**config.mk**
```make
export PLATFORM = sky130hd
export DESIGN_NAME = ic_ctrl_fsm
export DESIGN_NICKNAME = d
export VERILOG_FILES = /design/src/logic/ic_cache_pkg.sv /design/src/logic/ic_ctrl_fsm.sv
export VERILOG_INCLUDE_DIRS = /design/src /design/src/logic
export SDC_FILE = /design/constraint.sdc
export NUM_CORES = 1
export LEC_CHECK = 0
export BUFFER_PORTS_ARGS = -buffer_cell sky130_fd_sc_hd__buf_4
export CELL_PAD_IN_SITES_DETAIL_PLACEMENT = 1
export CELL_PAD_IN_SITES_GLOBAL_PLACEMENT = 1
export CORE_AREA = 4 4 41 43
export CTS_CLUSTER_DIAMETER = 150
export DETAILED_ROUTE_END_ITERATION = 12
export DIE_AREA = 0 0 45 47
export PLACE_DENSITY = 0.51
export SYNTH_ARGS = -nofsm -noshare
export SYNTH_HDL_FRONTEND = slang
export SYNTH_SLANG_ARGS = --single-unit
```
**constraint.sdc**
```tcl
create_clock -name clk -period 2.2 [get_ports clk]
set_input_delay 0.55 -clock clk [delete_from_list [all_inputs] [get_ports clk]]
set_output_delay 0.55 -clock clk [all_outputs]
set_load 0.005 [all_outputs]
```
**src/logic/ic_settings.svh**
```systemverilog
////////////////////////////////////////
// Size macros for the instruction cache
////////////////////////////////////////
`ifndef IC_SETTINGS_SVH
`define IC_SETTINGS_SVH

// Physical byte address
`define IC_AW          16

// 16-byte lines, 16 sets, two ways
`define IC_P_LINE      4
`define IC_P_SETS      4
`define IC_WAYS        2

// One refill burst covers a whole line
`define IC_BURST_LEN   4
`define IC_P_BEATS     2           // log2 of the burst length
`define IC_INSN_W      32

`define IC_BOOT_SETS   (1 << `IC_P_SETS)   // Sets cleared after reset
`define IC_TAG_W       (`IC_AW - `IC_P_SETS - `IC_P_LINE)
`define IC_P_WORD      (`IC_P_LINE - `IC_P_BEATS)

`endif

```
**src/logic/ic_cache_pkg.sv**
```systemverilog
////////////////////////////////////////
// Cache-side types: address fields,
// fetch request, controller states
////////////////////////////////////////
`include "ic_settings.svh"

package ic_cache_pkg;

   typedef logic [`IC_AW-1:0]       addr_t;
   typedef logic [`IC_TAG_W-1:0]    tag_t;
   typedef logic [`IC_P_SETS-1:0]   index_t;
   typedef logic [`IC_P_BEATS-1:0]  beat_t;    // Word within a line
   typedef logic [`IC_INSN_W-1:0]   insn_t;

   typedef struct packed {
      logic    valid;
      addr_t   addr;
   } fetch_req_t;

   typedef enum logic [2:0] {
      S_BOOT         = 3'd0,
      S_IDLE         = 3'd1,
      S_REPLACE      = 3'd2,
      S_REFILL       = 3'd3,
      S_INVALIDATE   = 3'd4
   } ctrl_state_t;

endpackage

```
**src/logic/ic_ctrl_fsm.sv**
```systemverilog
////////////////////////////////////////
// Cache controller state machine
////////////////////////////////////////
`timescale 1ns/100ps

module ic_ctrl_fsm
(
   input  logic                        clk,
   input  logic                        rst_n_i,
   input  logic                        lookup_valid_i,
   input  logic                        hit_i,
   input  logic                        inv_i,
   input  logic                        ar_ready_i,
   input  logic                        r_last_hs_i,
   input  logic                        count_done_i,
   output ic_cache_pkg::ctrl_state_t   state_o,
   output logic                        stall_o,
   output logic                        ar_valid_o,
   output logic                        r_ready_o
);

   ic_cache_pkg::ctrl_state_t state_q;
   ic_cache_pkg::ctrl_state_t state_nxt;
   logic                      ar_valid_q;
   logic                      miss;

   assign miss = lookup_valid_i & ~hit_i;

   // A pending miss keeps the lookup stage frozen on the missing address.
   // An invalidate offered together with a fetch runs before that fetch's lookup
   always_comb
   begin
      state_nxt = state_q;
      case (state_q)
         ic_cache_pkg::S_BOOT:
            if (count_done_i)
               state_nxt = ic_cache_pkg::S_IDLE;
         ic_cache_pkg::S_IDLE:
            if (inv_i & ~miss)
               state_nxt = ic_cache_pkg::S_INVALIDATE;
            else if (miss)
               state_nxt = ic_cache_pkg::S_REPLACE;
         ic_cache_pkg::S_REPLACE:
            state_nxt = ic_cache_pkg::S_REFILL;
         ic_cache_pkg::S_REFILL:
            if (r_last_hs_i)
               state_nxt = ic_cache_pkg::S_IDLE;
         ic_cache_pkg::S_INVALIDATE:
            state_nxt = ic_cache_pkg::S_IDLE;
         default:
            state_nxt = ic_cache_pkg::S_BOOT;
      endcase
   end

   always_ff @(posedge clk)
   begin
      if (~rst_n_i)
      begin
         state_q    <= ic_cache_pkg::S_BOOT;
         ar_valid_q <= 1'b0;
      end
      else
      begin
         state_q <= state_nxt;
         if (state_q == ic_cache_pkg::S_REPLACE)
            ar_valid_q <= 1'b1;     // Burst request goes out with refill
         else if (ar_ready_i)
            ar_valid_q <= 1'b0;
      end
   end

   assign state_o    = state_q;
   assign stall_o    = (state_q != ic_cache_pkg::S_IDLE) | miss;
   assign ar_valid_o = ar_valid_q;
   assign r_ready_o  = (state_q == ic_cache_pkg::S_REFILL);

   // Data beats only arrive once the burst address was accepted
   a_r_after_ar: assert property (@(posedge clk) disable iff (~rst_n_i)
      r_last_hs_i |-> ~ar_valid_o);

endmodule

```
-- Yosys cells after proc, flatten, opt, wreduce, memory -nomap -nowiden
Cells that the tools add are included.
- output and inout bits: 6
- register bits after elaboration: 4
- logic and storage cells: 25
- input port bits: 8
- bitwise gates (word level): 5
- muxes and demuxes: 7
- reductions and logical operators: 3
- equality and inequality tests: 8
- operators by type and width (cell ; count):
    case mux 3 bit (5 select lines) ; 1
    two-way mux 3 bit ; 4
    == test 3 x 2 -> 1 bit (second input constant) ; 2
    inequality test 2 bit (second input constant) ; 2
    == test 3 x 1 -> 1 bit (second input constant) ; 1
    == test 3 bit (second input constant) ; 1
    logical NOT 3 bit ; 1
    inequality test 3 x 1 -> 1 bit (second input constant) ; 1
    inequality test 3 bit (second input constant) ; 1
    AND reduction 3 bit ; 1
    AND 1 bit ; 2
    two-way mux 1 bit ; 2
    inverter 1 bit ; 2
    nonzero test 2 bit ; 1
    OR 1 bit ; 1

-- Depth between registers and ports, before layout
Gate-level depths: netlist of the first run.
- depth in word-level cells: 6
- gate-level depth with buffers: 3
- gate-level depth less buffers: 3

-- Worst setup path after synthesis of the first run
Ideal clock, no wire load.
- kind: input-to-output
- from: input port lookup_valid_i
- to: output port stall_o
- buffers on the path: 0
- slack: 0.507 ns
- stages: 2
- required time: 1.650 ns
- data arrival time: 1.143 ns
- path through: nor2b_4 or4b_4
- word-level cells in the longest chain between the ends: 2
- ends and longest elaborated chain (item ; line ; source):
    start: declaration ; ic_ctrl_fsm.sv:10 ; input logic lookup_valid_i,
    AND 1 bit ; ic_ctrl_fsm.sv:27 ; assign miss = lookup_valid_i & ~hit_i;
    OR 1 bit ; ic_ctrl_fsm.sv:73 ; assign stall_o = (state_q != ic_cache_pkg::S_IDLE) | miss;
    end: declaration ; ic_ctrl_fsm.sv:17 ; output logic stall_o,
Every way passes these cells.

-- Worst setup path in the final report of the first run
Ends and elaborated chain as after synthesis.

==> out/qor.csv, run 1 <==
stage,metric,value,unit
job,max-cap-violations,0,
sta,finalCritPeriodShare,0.8937,
yosys,synth_area,203.9,µm²
clocking,cts_tree,done,
clocking,path_clk_slew,0.04,ns
sta,slew_headroom,0.8299,
die,die_y,47,µm
drt,wirelength,639,µm
clocking,cts_hold_buf,0,
clocking,post_cts_buffers,0,
global_routing,grt_pass1_vias,277,
setup_path,setup.worst_path.class,in2out,
sta,finalSetupViolCount,0,
die,die_x,45,µm
final_layout,final_area,342.8,µm²
sta,worst_pin_slew,0.2548,ns
power,peakVddDrop,0.3118,mV
yosys,ys_seq_elements,4,
global_routing,antenna_found_initial,0,
drt,first_iter_violations,3,
power,power.density,621.9,mW/mm²
yosys,yosys_warnings,0,
final_layout,final_nets,48,
yosys,ys_types,15,
drt,routedWlPerCell,12.06,µm
clocking,post_cts.resized_instances,0,
power,p_leak,0.1569,nW
setup_path,start_kind,primary input,
placed_design,port_buffers,13,
sta,rsz0062_at_grt,no,
global_routing,overflow,0,
sta,setup_tns,0,ns
setup_path,endpoint_kind,primary output,
global_routing,grt_usage,0.08775,
final_layout,layout-drive-gt1-share,0.5526,
drt,first_pass_iters,4,
final_layout,syn_to_final_growth,68.10,%
setup_path,critPathMaxFanout,3,
sta,final_hold_viol_count,0,
setup_path,worstPathRequired,1.65,ns
drt,ant_nets,0,
clocking,root_buffer,clkbuf_4,
yosys,synth_cells,22,
placed_design,gp_congestion,0.6841,
drt,viasPerCell,4.340,
die,core-area,0.001301,mm²
clocking,clockBufferDepth,2,
yosys,synthesis.nets,30,
final_layout,final_core_util,0.2635,
drt,drc,0,
final_layout,antenna_cells,0,
clocking,numClockSinks,4,
drt,via_count,230,
global_routing,grt_max_degree,9,
die,design.die.area,0.002115,mm²
status,status,"finished, final reports clean",
yosys,synth-seq-area-share,0.3926,
die,io_pins,14,
sta,slew_viol_final,0,
clocking,htreeDepth,1,
setup_path,cp_data_arrival_time,1.42,ns
placed_design,hpwl,512.9,µm
die,start_util,0.1567,
min_path,hold_class,in2reg,
clocking,insertion_delay,0.23,ns
global_routing,grt_pass1_wl,1200,µm
placed_design,placed_area,320.3,µm²
sta,post-route-min-period,1.966,ns
yosys,syn_avg_cell_area,9.270,µm²
clocking,cts_buffers,3,
sta,final.setup_skew,0.004530,ns
sta,clock.fmax,0.5086,GHz
die,num_rows,13,
placed cells by master, fill, tap and decap left out, drive strengths merged, types with 2 or more instances in the layout:
cell     n
buf     13
dfxtp    4
nand2    3
clkbuf   3
nor2b    3
a21oi    2
nor2     2
Yosys cell counts:
master / n / area [µm²]
a21oi_1: 2 / 10.01
nor2b_1: 2 / 12.51
nor2b_4: 1 / 13.76
or3_1: 1 / 6.260
nor3b_1: 1 / 7.510
nand2_1: 3 / 11.26
nand3_1: 1 / 5.000
or4b_4: 1 / 13.76
and3b_2: 1 / 10.01
and2b_2: 1 / 8.760
nor2_1: 1 / 3.750
dfxtp_1: 4 / 80.08
nor2_2: 1 / 6.260
or4_1: 1 / 7.510
a22oi_1: 1 / 7.510
area by class of cell:
| type | instances | area [µm²] |
|---|---|---|
| Tap cell | 15 | 18.77 |
| Sequential cell | 4 | 80.08 |
| Timing Repair Buffer | 13 | 97.59 |
| Fill cell | 170 | 958.4 |
| Multi-Input combinational cell | 18 | 123.9 |
| Clock buffer | 3 | 22.52 |
worst paths after layout:
path / from / to / slack (ns) / depth (start not counted)
max reg2reg: state_o[1] / state_o[0] / 1.06 / 3
max: lookup_valid_i / stall_o / 0.23 / 4
min: inv_i / state_o[2] / 0.55 / 3
min reg2reg: state_o[2] / state_o[1] / 0.60 / 1
flip-flops by register name (all words and copies together), names as in the netlist:
name / cells
ar_valid_o: 1
state_o: 3
report_power, final:
group	switching [mW]	total [mW]	internal, mW
Combinational	0.0131	0.0394	0.0264
Clock	0.0296	0.0906	0.0610
Sequential	0.00623	0.0832	0.0770
Total	0.0489	0.213	0.164
cell families (layout without fill, tap and decap cells):
kind of cell           after synthesis  after routing  synth area share
buffers and inverters                0             16                 0
AOI/OAI and AO/OA                    3              3           0.08591
and+or+nand+nor                     15             15            0.5215
DFF                                  4              4            0.3927
layer usage:
| layer | track usage | vias up | part of all wire |
|---|---|---|---|
| li1 | - | 110 | - |
| met1 | 0.08428 | 103 | 0.36 |
| met2 | 0.1215 | 15 | 0.45 |
| met3 | 0.08429 | 2 | 0.17 |
| met4 | 0.05263 | 0 | 0.013 |
| met5 | 0 | - | 0 |
stage by stage:
step | worst slack (ns) | power (mW) | hold WS, ns | std cells
after floorplan | 0.5066 | 0.1006 | 0.5250 | 22
after global placement | 0.2436 | 0.1236 | 0.5721 | 50
after detailed placement | 0.2306 | 0.1251 | 0.5927 | 50
after CTS | 0.2288 | 0.2198 | 0.5463 | 53
after global routing | 0.2165 | 0.2346 | 0.5728 | 53
final | 0.2339 | 0.2132 | 0.5521 | 53
worst max-delay path, stage by stage:
cell and delay (ns):
buf_4 0.11, nor2b_4 0.12, or4b_4 0.49, buf_4 0.15
No activity file was read; power rests on OpenSTA's default activity.
==> run 2, diff against run 1 <==
Settings changed: CORE_AREA 4 4 41 43 to 2 2 39 41, DIE_AREA 0 0 45 47 to 0 0 41 43.
==> run 2 against run 1 <==
  * Clock skew decreased by 0.0025 ns
  * Register-to-register slack about the same
  * Combinational power decreased by 1%
  * Critical endpoint unchanged
==> out/qor.csv, run 2 (same netlist as run 1, synthesis figures left out) <==
stage,metric,value,unit
clocking,numClockSinks,4,
min_path,hold_class,in2reg,
clocking,clockBufferDepth,2,
global_routing,met1_usage,0.08626,
clocking,cts_buffers,3,
final_layout,antenna_cells,0,
placed_design,gp_congestion,0.6415,
setup_path,slowest_delay,0.48,ns
drt,wirelength,549,µm
power,power.density,609.0,mW/mm²
global_routing,grt_pass1_wl,862,µm
final_layout,largest_reg_flops,3,
placed_design,placed_area,321.6,µm²
global_routing,antenna_found_initial,0,
sta,final.setup_skew,0.001985,ns
die,num_rows,14,
setup_path,cpLargestDelayFamily,simple AND/OR/NAND/NOR gates,
drt,routedWlPerCell,10.17,µm
global_routing,grt_usage,0.07315,
clocking,post_cts_buffers,0,
sta,slew_headroom,0.8292,
die,io_pins,14,
die,design.die.area,0.001763,mm²
final_layout,final_area,344.1,µm²
die,core-area,0.001384,mm²
placed_design,port_buffers,13,
sta,finalSetupViolCount,0,
final_layout,layout_common_cells,"buf_4 (13), dfxtp_1 (4), nand2_1 (3), clkbuf_4 (3)",
setup_path,cp.buffers_inverters,2,
placed_design,pre_cts_slack,0.2392,ns
setup_path,setup.worst_path.class,in2out,
placed_design,hpwl,435.7,µm
sta,final_hold_viol_count,0,
setup_path,endpoint_kind,primary output,
clocking,post_cts.resized_instances,0,
final_layout,fillCellCount,170,
global_routing,grt_max_degree,9,
setup_path,critPathMaxFanout,3,
sta,setup_ws,0.2413,ns
final_layout,ff_latch_area,80.08,µm²
final_layout,final_common_cell,buf_4,
global_routing,grt.busiest_layer,met2,
die,start_util,0.1474,
sta,worst_pin_slew,0.2559,ns
clocking,cts_tree,done,
setup_path,rrSetupSlack,1.06,ns
final_layout,final_nets,48,
setup_path,crit_top_cell,buf_4,
final_layout,layout-drive-gt1-share,0.5526,
setup_path,start_kind,primary input,
clocking,htreeDepth,1,
job,max-cap-violations,0,
die,die_y,43,µm
sta,setup_tns,0,ns
global_routing,met3_usage,0.02094,
status,status,"finished, final reports clean",
drt,viasPerCell,4.111,
clocking,cts_hold_buf,0,
final_layout,final_core_util,0.2486,
sta,finalCritPeriodShare,0.8903,
power,peakVddDrop,0.1253,mV
global_routing,overflow,0,
power,p_total,209.5,µW
clocking,root_buffer,clkbuf_4,
clocking,path_clk_slew,0.04,ns
drt,first_iter_violations,6,
final_layout,multi_input_area,123.9,µm²
sta,slew_viol_final,0,
sta,post-route-min-period,1.959,ns
setup_path,critPathSlowestCell,or4b_4,
die,die_x,41,µm
setup_path,worstPathRequired,1.65,ns
drt,first_pass_iters,4,
drt,ant_nets,0,
global_routing,gr-usage-met2,0.1031,
clocking,insertion_delay,0.23,ns
drt,drc,0,
sta,clock.fmax,0.5105,GHz
global_routing,grt_pass1_vias,224,
drt,via_count,222,
power,p_leak,0.1569,nW
sta,rsz0062_at_grt,no,
setup_path,path_cells,buf_4 -> nor2b_4 -> or4b_4 -> buf_4,
final_layout,syn_to_final_growth,68.71,%
setup_path,cp_data_arrival_time,1.41,ns
run 2: cell counts in the layout (fill, tap and decap cells not counted):
Identical to the previous run, type by type.
run 2: final timing paths:
check | startpoint | end | cells past startpoint
max | lookup_valid_i | stall_o | 4
min | inv_i | state_o[2] | 3
max reg2reg | state_o[1] | state_o[0] | 3
min reg2reg | state_o[2] | state_o[1] | 1
run 2: per-stage QoR:
step	hold WS, ns	std cells
after detailed placement	0.5964	51
after global routing	0.5749	54
after CTS	0.5502	54
after floorplan	0.5250	22
after global placement	0.5915	51
final	0.5549	54
run 2: layer usage:
metal | share of wire | wire (µm)
met5 | 0 | 0
met4 | 0 | 0
met3 | 0.12 | 64
met2 | 0.45 | 245
met1 | 0.43 | 238
run 2: cell type report:
| type | count | share of cell area |
|---|---|---|
| multi-input combinational | 18 | 0.3600 |
| timing repair buffer | 13 | 0.2836 |
| sequential | 4 | 0.2327 |
| clock buffer | 3 | 0.06545 |
| tap | 16 | 0.05818 |
run 2: where the power goes:
part	switching, mW	internal [mW]
sequential	0.00639	0.0770
clock	0.0265	0.0608
combinational	0.0126	0.0263
run 2: worst min-delay path, delay by kind of cell:
kind,cells,cell delay [ns]
simple gates,2,0.11
buf+inv,1,0.08
==> run 3, diff against run 2 <==
Settings changed: GPL_TIMING_DRIVEN set to 0.
==> run 3 against run 2 <==
  * Hold slack better by 0.0011 ns
  * Die area is the same
  * Setup slack worse by 0.0018 ns
  * Core utilization unchanged
  * Cell count unchanged
  * Sequential share of layout area unchanged
  * Critical endpoint unchanged
==> out/qor.csv, run 3 (same netlist as run 1, synthesis figures left out) <==
stage,metric,value,unit
sta,rsz0062_at_grt,no,
die,io_pins,14,
setup_path,setup.worst_path.class,in2out,
placed_design,hpwl,446,µm
setup_path,worstPathRequired,1.65,ns
sta,final.setup_skew,0.005068,ns
final_layout,syn_to_final_growth,68.71,%
final_layout,largest_reg_flops,3,
power,clock_power_share,0.425,
final_layout,final_nets,48,
setup_path,path_cells,buf_4 -> nor2b_4 -> or4b_4 -> buf_4,
final_layout,antenna_cells,0,
setup_path,path_depth,4,
final_layout,final_common_cell,buf_4,
setup_path,r2r-start,state_o[1],
placed_design,port_buffers,13,
setup_path,startpoint,lookup_valid_i,
power,peakVddDrop,0.1445,mV
setup_path,cp_data_arrival_time,1.41,ns
clocking,post_cts.resized_instances,0,
drt,first_iter_violations,0,
clocking,root_buffer,clkbuf_4,
global_routing,antenna_found_initial,0,
sta,worst_pin_slew,0.2403,ns
final_layout,layout_common_cells,"buf_4 (13), dfxtp_1 (4), nand2_1 (3), clkbuf_4 (3)",
power,internal_power,164.3,µW
clocking,cts_tree,done,
die,die_y,43,µm
power,power.share.switching,0.2260,
setup_path,cp.buffers_inverters,2,
drt,first_pass_iters,1,
global_routing,grt_max_degree,9,
setup_path,slowest_delay,0.48,ns
drt,viasPerCell,4.130,
global_routing,grt_pass1_wl,876,µm
setup_path,critPathMaxFanout,3,
job,max-cap-violations,0,
sta,slew_viol_final,0,
clocking,cts_buffers,3,
global_routing,grt_pass1_vias,235,
drt,ant_nets,0,
clocking,clockBufferDepth,2,
clocking,path_clk_slew,0.03,ns
placed_design,dpl.cell_count,51,
drt,via_count,223,
drt,drc,0,
sta,final_hold_viol_count,0,
clocking,numClockSinks,4,
min_path,holdCritStartpoint,inv_i,
setup_path,crit_top_cell,buf_4,
clocking,htreeDepth,1,
setup_path,cpLargestDelayFamily,simple AND/OR/NAND/NOR gates,
power,power.net_switching,47.96,µW
die,num_rows,14,
status,status,"finished, final reports clean",
setup_path,ff2ff_path_depth,3,
placed_design,gp_congestion,0.7183,
power,p_leak,0.1569,nW
sta,whs,0.5560,ns
die,core-area,0.001384,mm²
die,design.die.area,0.001763,mm²
global_routing,grt.busiest_layer,met4,
sta,clock.fmax,0.5101,GHz
sta,setup_tns,0,ns
clocking,post_cts_buffers,0,
clocking,cts_hold_buf,0,
sta,post-route-min-period,1.961,ns
sta,slew_headroom,0.8396,
power,p_seq_frac,0.391,
drt,routedWlPerCell,10.02,µm
drt,wirelength,541,µm
final_layout,layout-drive-gt1-share,0.5526,
global_routing,gr-usage-met2,0.1063,
sta,finalCritPeriodShare,0.8912,
global_routing,met3_usage,0,
power,combPwrFrac,0.185,
min_path,hold_class,in2reg,
setup_path,critPathSlowestCell,or4b_4,
global_routing,overflow,0,
global_routing,grt_usage,0.08024,
final_layout,final_core_util,0.2486,
power,power.density,616.9,mW/mm²
die,die_x,41,µm
min_path,min_path_cells,3,
die,start_util,0.1474,
setup_path,start_kind,primary input,
clocking,insertion_delay,0.23,ns
final_layout,fin_cells,54,
sta,finalSetupViolCount,0,
global_routing,met1_usage,0.08974,
setup_path,endpoint_kind,primary output,
-- run 3: cell counts in the layout (fill, tap and decap cells not counted) --
No cell type changed its count.
-- run 3: worst paths after layout --
check	endpoint	slack (ns)
setup / recovery	stall_o	0.24
hold / removal	state_o[2]	0.56
setup reg to reg	state_o[0]	1.07
hold reg to reg	state_o[1]	0.58
-- run 3: final cells by class --
class / instances / area, µm²
Tap cell: 16 / 20.02
Multi-Input combinational cell: 18 / 123.9
Timing Repair Buffer: 13 / 97.59
Clock buffer: 3 / 22.52
Sequential cell: 4 / 80.08
Fill cell: 168 / 1040
-- run 3: metrics by stage --
| stage | instance area, µm² | power [mW] | setup slack, ns |
|---|---|---|---|
| 4_1_cts | 344.1 | 0.2194 | 0.2357 |
| 3_5_place_dp | 321.6 | 0.1242 | 0.2364 |
| 6_report | 344.1 | 0.2123 | 0.2395 |
| 3_3_place_gp | 321.6 | 0.1234 | 0.2409 |
| 5_1_grt | 344.1 | 0.2270 | 0.2169 |
| 2_1_floorplan | 203.9 | 0.1006 | 0.5066 |
-- run 3: routing by layer --
layer	part of all wire	vias to the layer above
li1	-	111
met1	0.43	100
met2	0.48	12
met3	0.083	0
met4	0	0
met5	0	-
-- run 3: worst reg2reg max path, cell delays in order (launching register included) --
cell     delay (ns)
dfxtp_1        0.36
or4_1          0.53
nand3_1        0.09
a21oi_1        0.04
-- run 3: power by group through the flow --
stage / logic (mW) / clock network, mW / registers (mW)
finish: 0.0392 / 0.0901 / 0.0830
global route: 0.0433 / 0.0992 / 0.0844
CTS: 0.0400 / 0.0963 / 0.0831
detailed placement: 0.0399 / 0 / 0.0843
global placement: 0.0392 / 0 / 0.0842
floorplan: 0.0176 / 0 / 0.0830
