## config.mk

```make
export PLATFORM = sky130hd
export DESIGN_NAME = ic_tag_array
export DESIGN_NICKNAME = d
export VERILOG_FILES = /design/src/logic/ic_cache_pkg.sv /design/src/logic/ic_tag_array.sv
export VERILOG_INCLUDE_DIRS = /design/src /design/src/logic
export SDC_FILE = /design/constraint.sdc
export NUM_CORES = 1
export LEC_CHECK = 0
export BUFFER_PORTS_ARGS = -buffer_cell sky130_fd_sc_hd__clkbuf_2
export CAP_MARGIN = 20
export CORE_ASPECT_RATIO = 1.25
export CORE_MARGIN = 2
export CORE_UTILIZATION = 56
export DETAILED_ROUTE_END_ITERATION = 8
export PLACE_DENSITY = 0.87
export SYNTH_ARGS = -nofsm -noshare
export SYNTH_HDL_FRONTEND = slang
export SYNTH_SLANG_ARGS = --single-unit
```

## constraint.sdc

```tcl
create_clock -name clk -period 2.6 [get_ports clk]
set_input_delay 0.39 -clock clk [delete_from_list [all_inputs] [get_ports clk]]
set_output_delay 0.39 -clock clk [all_outputs]
set_load 0.03 [all_outputs]
```

## src/logic/ic_settings.svh

```systemverilog
////////////////////////////////////////
// Size macros for the instruction cache
////////////////////////////////////////
`ifndef IC_SETTINGS_SVH
`define IC_SETTINGS_SVH

// Physical byte address
`define IC_AW          16

// 16-byte lines, 16 sets, two ways
`define IC_P_LINE      4
`define IC_P_SETS      4
`define IC_WAYS        2

// One refill burst covers a whole line
`define IC_BURST_LEN   4
`define IC_P_BEATS     2           // log2 of the burst length
`define IC_INSN_W      32

`define IC_BOOT_SETS   (1 << `IC_P_SETS)   // Sets cleared after reset
`define IC_TAG_W       (`IC_AW - `IC_P_SETS - `IC_P_LINE)
`define IC_P_WORD      (`IC_P_LINE - `IC_P_BEATS)

`endif

```

## src/logic/ic_cache_pkg.sv

```systemverilog
////////////////////////////////////////
// Cache-side types: address fields,
// fetch request, controller states
////////////////////////////////////////
`include "ic_settings.svh"

package ic_cache_pkg;

   typedef logic [`IC_AW-1:0]       addr_t;
   typedef logic [`IC_TAG_W-1:0]    tag_t;
   typedef logic [`IC_P_SETS-1:0]   index_t;
   typedef logic [`IC_P_BEATS-1:0]  beat_t;    // Word within a line
   typedef logic [`IC_INSN_W-1:0]   insn_t;

   typedef struct packed {
      logic    valid;
      addr_t   addr;
   } fetch_req_t;

   typedef enum logic [2:0] {
      S_BOOT         = 3'd0,
      S_IDLE         = 3'd1,
      S_REPLACE      = 3'd2,
      S_REFILL       = 3'd3,
      S_INVALIDATE   = 3'd4
   } ctrl_state_t;

endpackage

```

## src/logic/ic_tag_array.sv

```systemverilog
////////////////////////////////////////
// Tag, valid and victim storage, hit check
////////////////////////////////////////
`timescale 1ns/100ps

`include "ic_settings.svh"

module ic_tag_array
(
   input  logic                        clk,
   input  logic                        rst_n_i,
   input  ic_cache_pkg::ctrl_state_t   state_i,
   input  ic_cache_pkg::index_t        rd_index_i,
   input  ic_cache_pkg::tag_t          lookup_tag_i,
   input  ic_cache_pkg::index_t        wr_index_i,
   input  ic_cache_pkg::tag_t          wr_tag_i,
   output logic                        hit_o,
   output logic                        hit_way_o,
   output logic                        victim_way_o
);

   ic_cache_pkg::tag_t  tag_q    [`IC_WAYS][`IC_BOOT_SETS];
   logic                valid_q  [`IC_WAYS][`IC_BOOT_SETS];
   logic                victim_q [`IC_BOOT_SETS];      // Round-robin pointer per set
   logic [`IC_WAYS-1:0] way_hit;
   logic                wr_way;

   assign wr_way = victim_q[wr_index_i];

   always_ff @(posedge clk)
   begin
      case (state_i)
         ic_cache_pkg::S_BOOT,
         ic_cache_pkg::S_INVALIDATE:
         begin
            for (int w = 0; w < `IC_WAYS; w++)
               valid_q[w][wr_index_i] <= 1'b0;
            if (state_i == ic_cache_pkg::S_BOOT)
               victim_q[wr_index_i] <= 1'b0;
         end
         ic_cache_pkg::S_REPLACE:
         begin
            tag_q[wr_way][wr_index_i]   <= wr_tag_i;
            valid_q[wr_way][wr_index_i] <= 1'b1;
            victim_q[wr_index_i]        <= ~wr_way;
         end
         default:
            ;
      endcase
   end

   // Lookup stage compare, read straight from the flops
   always_comb
   begin
      for (int w = 0; w < `IC_WAYS; w++)
         way_hit[w] = valid_q[w][rd_index_i] & (tag_q[w][rd_index_i] == lookup_tag_i);
   end

   assign hit_o        = |way_hit;
   assign hit_way_o    = way_hit[1];
   assign victim_way_o = victim_q[rd_index_i];

   // Replacement only fills on a miss, so a line never sits in both ways
   a_one_way_hits: assert property (@(posedge clk) disable iff (~rst_n_i)
      state_i != ic_cache_pkg::S_BOOT |-> $onehot0(way_hit));

endmodule

```

* After elaboration in Yosys (flattened, before gate mapping)
Memories as Yosys holds them, arrays and structs flattened.
Index checks and enable logic that the tools add are counted.
** Operators by class
- Add/subtract/negate cells :: 0
- Div/mod/pow operators :: 0
- Bitwise logic cells :: 6
- Shift-type cells :: 0
- $mul :: 0
- Magnitude comparators :: 3
- Multiplexer cells :: 29
- Eq/ne operators :: 4
- Reductions and logical operators :: 5
** Operators by type and width (number)
- 128-bit two-way mux :: 1
- 8-bit binary-select mux with 4-bit select :: 2
- 16-bit two-way mux :: 4
- 8-bit two-way mux :: 5
- 8-bit demux with 4-bit select :: 1
- 8-bit equality test :: 2
- 16-bit OR reduction :: 1
- 1-bit two-way mux :: 13
- 5-bit greater-or-equal comparator, second input constant :: 2
- 4-bit inverter with 5-bit output :: 2
- 1-bit binary-select mux with 4-bit select :: 2
- 5-bit by 1-bit less-than comparator with 1-bit output, second input constant :: 1
- 1-bit demux with 4-bit select :: 1
- 2-bit OR reduction :: 2
- 3-bit by 2-bit equality test with 1-bit output, second input constant :: 1
- 3-bit equality test, second input constant :: 1
- 3-bit zero test :: 1
- 1-bit AND :: 2
- 1-bit logical AND :: 1
- 1-bit inverter :: 1
- 1-bit OR :: 1
** Storage, ports and cells
- Bits in writable memories :: 304
- Flip-flop bits (word level) :: 0
- Output and inout port bits :: 3
- Bits of input ports :: 29
- Logic and storage cells :: 50
- Memories kept :: 3
- Bits in read-only memories :: 0
- Latch bits :: 0
** Memories
- tag_q :: depth 2, width 128, read ports 2, clocked after Yosys merged registers in 0, wr ports 1, line ic_tag_array.sv:22 : ic_cache_pkg::tag_t tag_q [`IC_WAYS][`IC_BOOT_SETS];
- valid_q :: depth 2, width 16, read ports 2, clocked after Yosys merged registers in 0, wr ports 2, line ic_tag_array.sv:23 : logic valid_q [`IC_WAYS][`IC_BOOT_SETS];
- victim_q :: depth 16, width 1, read ports 2, clocked after Yosys merged registers in 0, wr ports 1, line ic_tag_array.sv:24 : logic victim_q [`IC_BOOT_SETS];

* Depth between registers and ports, before layout
Gate-level depths: netlist of run 1.
- Depth in word-level cells :: 8
- Depth in mapped cells :: 11
- Mapped depth without buffers :: 7

* Least setup slack after synthesis of run 1
No wires, ideal clock.
- Path kind :: input -> output
- From :: in rd_index_i[2]
- To :: out hit_o
- Buffers on the path :: 4
- Stages on the path :: 9
- Arrival time :: 2.554 ns
- Setup slack :: -0.344 ns
- Path through :: buf_2 -> buf_6 -> buf_2 -> buf_2 -> mux2i_1 -> xnor2_1 -> o2111ai_1 -> a2111oi_4 -> o21bai_1
** Between the ends
- Longest elaborated chain between the ends :: 7
- Elaborated cells between the ends (all ways) :: 18
- Those cells by class :: eq/ne (2); mux (12); bitwise (3); reduce/logical (1)
** RTL lines
- from (decl) :: line ic_tag_array.sv:13 : input ic_cache_pkg::index_t rd_index_i,
- 4-bit inverter with 5-bit output (not written as such) (*) :: line ic_tag_array.sv:56 : way_hit[w] = valid_q[w][rd_index_i] & (tag_q[w][rd_index_i] == lookup_tag_i);
- 8-bit binary-select mux with 4-bit select :: line ic_tag_array.sv:56
- 8-bit two-way mux (not written as such) (2 in series) :: line ic_tag_array.sv:56
- 8-bit equality test :: line ic_tag_array.sv:56
- 1-bit AND (*) :: line ic_tag_array.sv:56
- via hit_way_o :: line ic_tag_array.sv:18 : output logic hit_way_o,
- 2-bit OR reduction (*) :: line ic_tag_array.sv:59 : assign hit_o = |way_hit;
- to (decl) :: line ic_tag_array.sv:17 : output logic hit_o,
Mark *: on every way through the listed nets, which the timed path passes. The rest lies on a longest branch. The select of a mux whose other input is x is not followed.

==> run_results.csv, run 1 <==
group,metric,value,unit
sta,fmax,0.308,GHz
die,die_w,137,um
setup_path,critPathSlowestCell,"mux4_2",
detailed_routing,totalWireLength,29.9,mm
detailed_routing,initialDrtViolationCount,751,
clock_tree,insertion_delay,550,ps
power,combPwrFrac,0.071,
sta,layout_setup_ws,-650,ps
setup_path,worstPathArrival,2860,ps
power,p_int,8.09,mW
detailed_routing,route.detailed.drc,0,
setup_path,reg2reg_slack,90,ps
yosys,async_flop_share,0,
setup_path,startpoint_type,"flop",
grt,grt_overflow,0,
power,clockPowerShare,0.403,
sta,rsz0062_at_grt,"yes",
power,p_leak,5.19,nW
yosys,synth_edf_count,272,
power,power,10.3,mW
outcome,violations,"negative setup slack",
detailed_routing,via_count,6952,
sta,final.period_utilization,1.25,
clock_tree,cts_inserted_buffers,28,
setup_path,crit_required,2210,ps
sta,hold_violations,0,
clock_tree,tritoncts,"yes",
die,num_rows,60,
yosys,ys.flop_type,"edfxtp_1",
setup_path,timing.rr.end,"tag_q[0][5]$_DFFE_PP_",
worst_hold_path,hp-class,"input port to flop",
placed_design,place_hpwl,18.7,mm
grt,grt_max_degree,33,
power,p_switching,2.24,mW
detailed_routing,drtAntennaViolNets,0,
finish,layout-drive-gt1-share,0.338,
setup_path,crit_top_cell,"mux2i_2",
setup_path,cpPeakStageDelay,500,ps
placed_design,numPortBuffers,30,
setup_path,crit_type,"flop to output port",
sta,timing.setup.tns,-1260,ps
sta,setup_viol,2,
grt,grt_usage,0.265,
yosys,post_synth_num_cell_types,40,
sta,slew_headroom,0.270,
setup_path,cp_top_family,"multiplexers",
yosys,synth_nets,684,
die,io_pins,32,
grt,grt_pass1_wl,44.2,mm
yosys,syn-instance-count,655,
sta,final_max_slew_viol_count,0,
setup_path,worstRegToRegCells,5,
die,dieArea,23300,um2
die,core,21600,um2
clock_tree,cts.sinks,304,
power,power.density,708,nW/um2
finish,fillers,1300,
detailed_routing,first_pass_iters,5,
worst_hold_path,hold_depth,3,
clock_tree,path_clk_slew,60,ps
yosys,ys_warn_count,0,
setup_path,path_cells,"mux4_2 > mux2i_2 > mux2i_2 > xnor2_1 > o2111ai_2 > a2111oi_4 > o21bai_4 > buf_8",
outcome,status,"complete, but fails checks",
power,seq_power_share,0.526,
clock_tree,cts_buffer_depth,3,
power,p_sw_frac,0.217,
grt,antenna_found_initial,0,
finish,num_antenna_cells,0,
clock_tree,htree_levels,1,
finish,final_nets,796,
yosys,ys_seq_area_frac,0.712,
job,maxCapViolCount,0,
finish,area_growth,18.1,%
yosys,ys_ff_latch,304,
setup_path,crit_buf_inv,1,
die,die_height,170,um
placed_design,gp_congestion,0.869,
worst_hold_path,min_to,"valid_q[1][0]$_DFF_P_",
grt,grt_pass1_vias,7117,
sta,worst_slew_pin_slew,1090,ps
power,ir_drop,0.568,mV
finish,final_area,14600,um2
placed_design,dpl_cell_area,13500,um2
yosys,syn_area,12400,um2
placed_design,dp_slack,-651,ps
sta,final.setup_skew,12.1,ps
yosys,synth_area_per_cell,18.9,um2
setup_path,crit_fanout,2,
setup_path,endpoint_kind,"output port",
setup_path,r2r_start,"victim_q[11]$_DFFE_PP_",
sta,period_minus_slack,3250,ps
die,start_util,0.572,
detailed_routing,wl_per_cell,28.0,um
detailed_routing,vias_per_cell,6.51,
worst_hold_path,min_from,"state_i[0]",
clock_tree,cts-root-buf,"clkbuf_16",
## stage by stage
step / util / std cells / hold WS (ps)
floorplan: - / 655 / 421
global placement: 0.624 / 1011 / 429
detailed placement: 0.625 / 1012 / 437
CTS: 0.673 / 1065 / 219
global route: 0.676 / 1068 / 264
finish: 0.676 / 1068 / 230
## registers in the layout, summed over array words and instances (netlist names)
register	count
victim_q	16
tag_q	256
valid_q	32
## cell type report
| type | count | area [um2] | area share |
|---|---|---|---|
| clock buffers | 40 | 870 | 0.0595 |
| clock inverters | 12 | 86.3 | 0.00591 |
| well taps | 279 | 349 | 0.0239 |
| flip-flops and latches | 304 | 8810 | 0.603 |
| inverters | 5 | 18.8 | 0.00129 |
| repair buffers | 120 | 1100 | 0.0752 |
| multi-input cells | 308 | 3370 | 0.231 |
## tightest hold or removal path: stages
cell and delay (ps):
clkbuf_2 110, or3_1 140, a21o_1 110
## cell families (layout without fill, tap and decap cells)
family / after synthesis / after routing / share of synthesized area
and+or+nand+nor: 121 / 121 / 0.0462
AOI/OAI and AO/OA: 48 / 48 / 0.0294
muxes: 119 / 119 / 0.178
buffers and inverters: 43 / 177 / 0.0202
xor gates and xnor gates: 20 / 20 / 0.0142
DFF: 304 / 304 / 0.712
## routing by layer
layer	wire [um]	up-vias	track usage
li1	-	2845	-
met1	11000	3591	0.346
met2	15100	431	0.433
met3	2830	85	0.0602
met4	1040	0	0.110
met5	0	-	0
## how the worst max path moves through the flow
stage | from | endpoint | slack, ps | depth (start not counted)
after global routing | tag_q[1][46]$_DFFE_PP_ | hit_o | -750 | 8
after global placement | rd_index_i[0] | hit_o | -510 | 10
after floorplan | rd_index_i[0] | hit_o | -200 | 8
after CTS | tag_q[1][106]$_DFFE_PP_ | hit_o | -680 | 9
after detailed placement | rd_index_i[1] | hit_o | -650 | 9
final | tag_q[1][38]$_DFFE_PP_ | hit_o | -650 | 8
## power groups by stage
stage	clock (mW)	sequential, mW	combinational [mW]
after floorplan	0	5.52	0.443
after global placement	0	5.53	0.666
after detailed placement	0	5.54	0.694
after CTS	4.19	5.43	0.721
after global routing	4.35	5.44	0.776
final	4.16	5.44	0.736
## cells in the mapped netlist (2+ instances only)
cell type | n | area, um2
o21ai_0 | 3 | 15.0
buf_4 | 5 | 37.5
mux2i_1 | 40 | 400
xnor2_1 | 12 | 105
inv_2 | 2 | 7.51
nand4_1 | 8 | 50.1
nand2_1 | 24 | 90.1
dfxtp_1 | 32 | 641
buf_6 | 5 | 56.3
nand3_1 | 19 | 95.1
buf_1 | 2 | 7.51
nor2b_1 | 4 | 25.0
nor2_2 | 9 | 56.3
edfxtp_1 | 272 | 8170
mux4_1 | 5 | 131
a22oi_1 | 4 | 30.0
mux4_2 | 74 | 1670
o21ai_1 | 2 | 10.0
a21o_1 | 32 | 240
xor2_1 | 8 | 70.1
inv_1 | 3 | 11.3
buf_2 | 13 | 65.1
a31oi_1 | 2 | 12.5
nor2_1 | 46 | 173
nor4_1 | 2 | 12.5
clkbuf_1 | 12 | 45.0
nor3_1 | 2 | 10.0
## placed cells by master, fill, tap and decap left out, types with 4 or more instances in the layout
cell / instances
clkbuf_8: 6
mux4_1: 5
buf_12: 16
xor2_1: 8
nor2_2: 10
nor2_1: 45
clkinv_2: 4
a21o_1: 32
nand2_1: 24
nor2b_1: 4
mux4_2: 74
dfxtp_1: 32
clkbuf_16: 31
mux2i_2: 4
nand4_1: 8
a22oi_1: 4
nand3_1: 18
buf_6: 6
clkbuf_2: 26
mux2i_1: 34
xnor2_1: 12
buf_4: 69
edfxtp_1: 272
## repair_timing
action                                  4_1_cts  5_1_grt
gates resized for setup                      11        8
hold buffers                                  0        0
setup buffers                                 0        0
gates cloned                                  1        0
pin swaps                                     4        4
endpoints found under the setup margin        3       11
No activity file was read; power rests on OpenSTA's default activity.
==> run 2: changes to the inputs <==
- ABC_AREA: unset -> 1
- CORE_MARGIN: 2 -> unset
- PLACE_DENSITY: 0.87 -> 0.86
==> run_results.csv, run 2 <==
group,metric,value,unit
setup_path,reg2reg_slack,440,ps
finish,mostFrequentLayoutCells,"nand2_1 (301), edfxtp_1 (272), nor2_1 (192)",
yosys,synth_edf_count,272,
placed_design,gp_congestion,0.949,
clock_tree,cts.sinks,304,
grt,grt_overflow,0,
sta,layout_setup_ws,56.8,ps
worst_hold_path,hold_depth,5,
yosys,synth_area_per_cell,10.1,um2
job,maxCapViolCount,0,
detailed_routing,vias_per_cell,5.94,
yosys,syn-instance-count,1328,
power,p_sw_frac,0.226,
yosys,synth_most_common_cell,"nand2_1",
detailed_routing,via_count,10000,
sta,slew_headroom,0.329,
yosys,synth_area_leaders,"edfxtp_1 (61%), nand2_1 (8.6%), nand3_1 (5.8%), nor2_1 (5.5%), dfxtp_1 (4.8%)",
sta,final.period_utilization,0.978,
detailed_routing,totalWireLength,33.2,mm
finish,final_area,15200,um2
setup_path,crit_required,2210,ps
setup_path,worstPathArrival,2150,ps
setup_path,startpoint_type,"flop",
power,combPwrFrac,0.087,
sta,setup_viol,0,
grt,grt_usage,0.276,
power,p_int,8.30,mW
yosys,ys.flop_type,"edfxtp_1",
setup_path,crit_type,"flop to output port",
sta,fmax,0.393,GHz
setup_path,timing.rr.end,"tag_q[1][75]$_DFFE_PP_",
setup_path,endpoint_kind,"output port",
yosys,synth_commonest_cells,"nand2_1 (305), edfxtp_1 (272), nor2_1 (194)",
die,die_height,175,um
finish,final_nets,1404,
grt,grt_max_degree,40,
sta,period_minus_slack,2540,ps
detailed_routing,route.detailed.drc,0,
die,io_pins,32,
setup_path,path_cells,"nor2_1 > nor2_1 > o21ai_1 > nand3_2 > nand3_2 > nand3_1 > nand2_1 > nand2_2 > nor2_2 > nand2_1 > nand2_2 > buf_8",
power,ir_drop,0.514,mV
power,clockPowerShare,0.404,
clock_tree,tritoncts,"yes",
finish,regArea,8810,um2
yosys,syn_area,13400,um2
grt,grt_pass1_wl,51.5,mm
power,seq_power_share,0.509,
clock_tree,cts-root-buf,"clkbuf_16",
power,power,10.7,mW
sta,final_max_slew_viol_count,0,
setup_path,crit_fanout,2,
yosys,async_flop_share,0,
finish,area_growth,14.1,%
detailed_routing,drtAntennaViolNets,0,
power,p_leak,5.98,nW
yosys,post_synth_num_cell_types,28,
setup_path,critPathSlowestCell,"edfxtp_1",
setup_path,worstRegToRegCells,9,
clock_tree,post_cts_buffers,0,
setup_path,crit_end,"hit_o",
detailed_routing,first_pass_iters,5,
finish,multi_input_area,3750,um2
finish,layout-drive-gt1-share,0.124,
sta,hold_violations,0,
sta,timing.setup.tns,0,ps
sta,worst_slew_pin_slew,1000,ps
clock_tree,cts_hold_buf,0,
clock_tree,htree_levels,1,
placed_design,dp_slack,-45.6,ps
power,power.density,703,nW/um2
finish,regMostFlops,"tag_q",
finish,mostFrequentLayoutCell,"nand2_1",
die,die_w,140,um
clock_tree,cts_inserted_buffers,28,
sta,hold_ws,249,ps
placed_design,place_hpwl,20.4,mm
clock_tree,path_clk_slew,60,ps
yosys,synth_top_area_frac,0.611,
placed_design,dpl_cell_area,14000,um2
yosys,synth_nets,1357,
yosys,yosys.area.top_type,"edfxtp_1",
power,p_switching,2.42,mW
yosys,ys_warn_count,0,
finish,fillers,1624,
sta,final.setup_skew,15.1,ps
setup_path,startpoint,"tag_q[0][106]$_DFFE_PP_",
die,dieArea,24500,um2
die,start_util,0.576,
outcome,status,"finished, final reports clean",
die,core,23200,um2
finish,reg_top3,"tag_q: 256 flops, valid_q: 32 flops, victim_q: 16 flops",
yosys,ys_ff_latch,304,
yosys,ys_seq_area_frac,0.659,
die,num_rows,62,
grt,antenna_found_initial,1,
setup_path,r2r_start,"victim_q[4]$_DFFE_PP_",
detailed_routing,wl_per_cell,19.7,um
finish,largest_reg_flops,256,
clock_tree,cts_buffer_depth,3,
detailed_routing,initialDrtViolationCount,1328,
clock_tree,insertion_delay,530,ps
setup_path,cpPeakStageDelay,350,ps
grt,grt_pass1_vias,9907,
worst_hold_path,hp-class,"input port to flop",
placed_design,numPortBuffers,30,
run 2: cell types whose count changed after synthesis, moves of 32 or more:
cell     before  now
mux2i_1      40    0
mux4_2       74    0
nand2_1      24  305
nand3_1      19  156
inv_1         3  127
nor2_1       46  194
o21ai_0       3   82
a21o_1       32    0
run 2: repair_timing:
item                                    in CTS  in global routing
resized for setup                            7                 31
gates cloned                                 2                  0
pin swaps                                    3                  7
endpoints found under the setup margin       1                  2
run 2: routing by layer:
metal	part of all wire	GRT usage
met5	0	0
met4	0.044	0.131
met3	0.090	0.0444
met2	0.51	0.487
met1	0.35	0.329
run 2: metrics by stage:
step | std cells | util
detailed placement | 1630 | 0.605
finish | 1686 | 0.657
global route | 1685 | 0.657
floorplan | 1328 | -
CTS | 1684 | 0.652
global placement | 1630 | 0.605
run 2: how the worst min path moves through the flow:
stage                                start                     end  slack [ps]
CTS                             state_i[1]   valid_q[0][0]$_DFF_P_         240
finish                          state_i[1]   valid_q[0][0]$_DFF_P_         250
global placement     valid_q[1][0]$_DFF_P_   valid_q[1][0]$_DFF_P_         440
global route                    state_i[1]   valid_q[0][0]$_DFF_P_         300
detailed placement   valid_q[0][0]$_DFF_P_   valid_q[0][0]$_DFF_P_         440
floorplan           valid_q[1][11]$_DFF_P_  valid_q[1][11]$_DFF_P_         420
run 2: layout make-up:
cell class                 count  share of cell area
antenna                        1            0.000164
clock buffer                  31              0.0488
clock inverter                21              0.0161
inverter                     133              0.0335
multi-input combinational    822               0.246
sequential                   304               0.578
tap                          288              0.0236
timing repair buffer          86              0.0539
run 2: logic make-up (layout without fill, tap and decap cells):
kind of cell / Yosys count / count (layout) / synth area share
DFF: 304 / 304 / 0.659
AOI/OAI and AO/OA: 155 / 155 / 0.0671
and+or+nand+nor: 667 / 667 / 0.205
other: 0 / 1 / 0
buffers and inverters: 202 / 271 / 0.0688
run 2: power groups by stage:
stage	logic [mW]	clock network, mW	registers [mW]
after global routing	1.02	4.55	5.46
after floorplan	0.562	0	5.55
after CTS	0.902	4.37	5.45
after detailed placement	0.871	0	5.56
final	0.935	4.33	5.45
after global placement	0.834	0	5.55
run 2: worst max-delay path: cells and delay by family, from the launching register on:
| family | cells | cell delay, ps |
|---|---|---|
| AND/OR/NAND/NOR | 10 | 1030 |
| flip-flops | 1 | 350 |
| AO/OA/AOI/OAI | 1 | 120 |
| buffers and inverters | 1 | 120 |
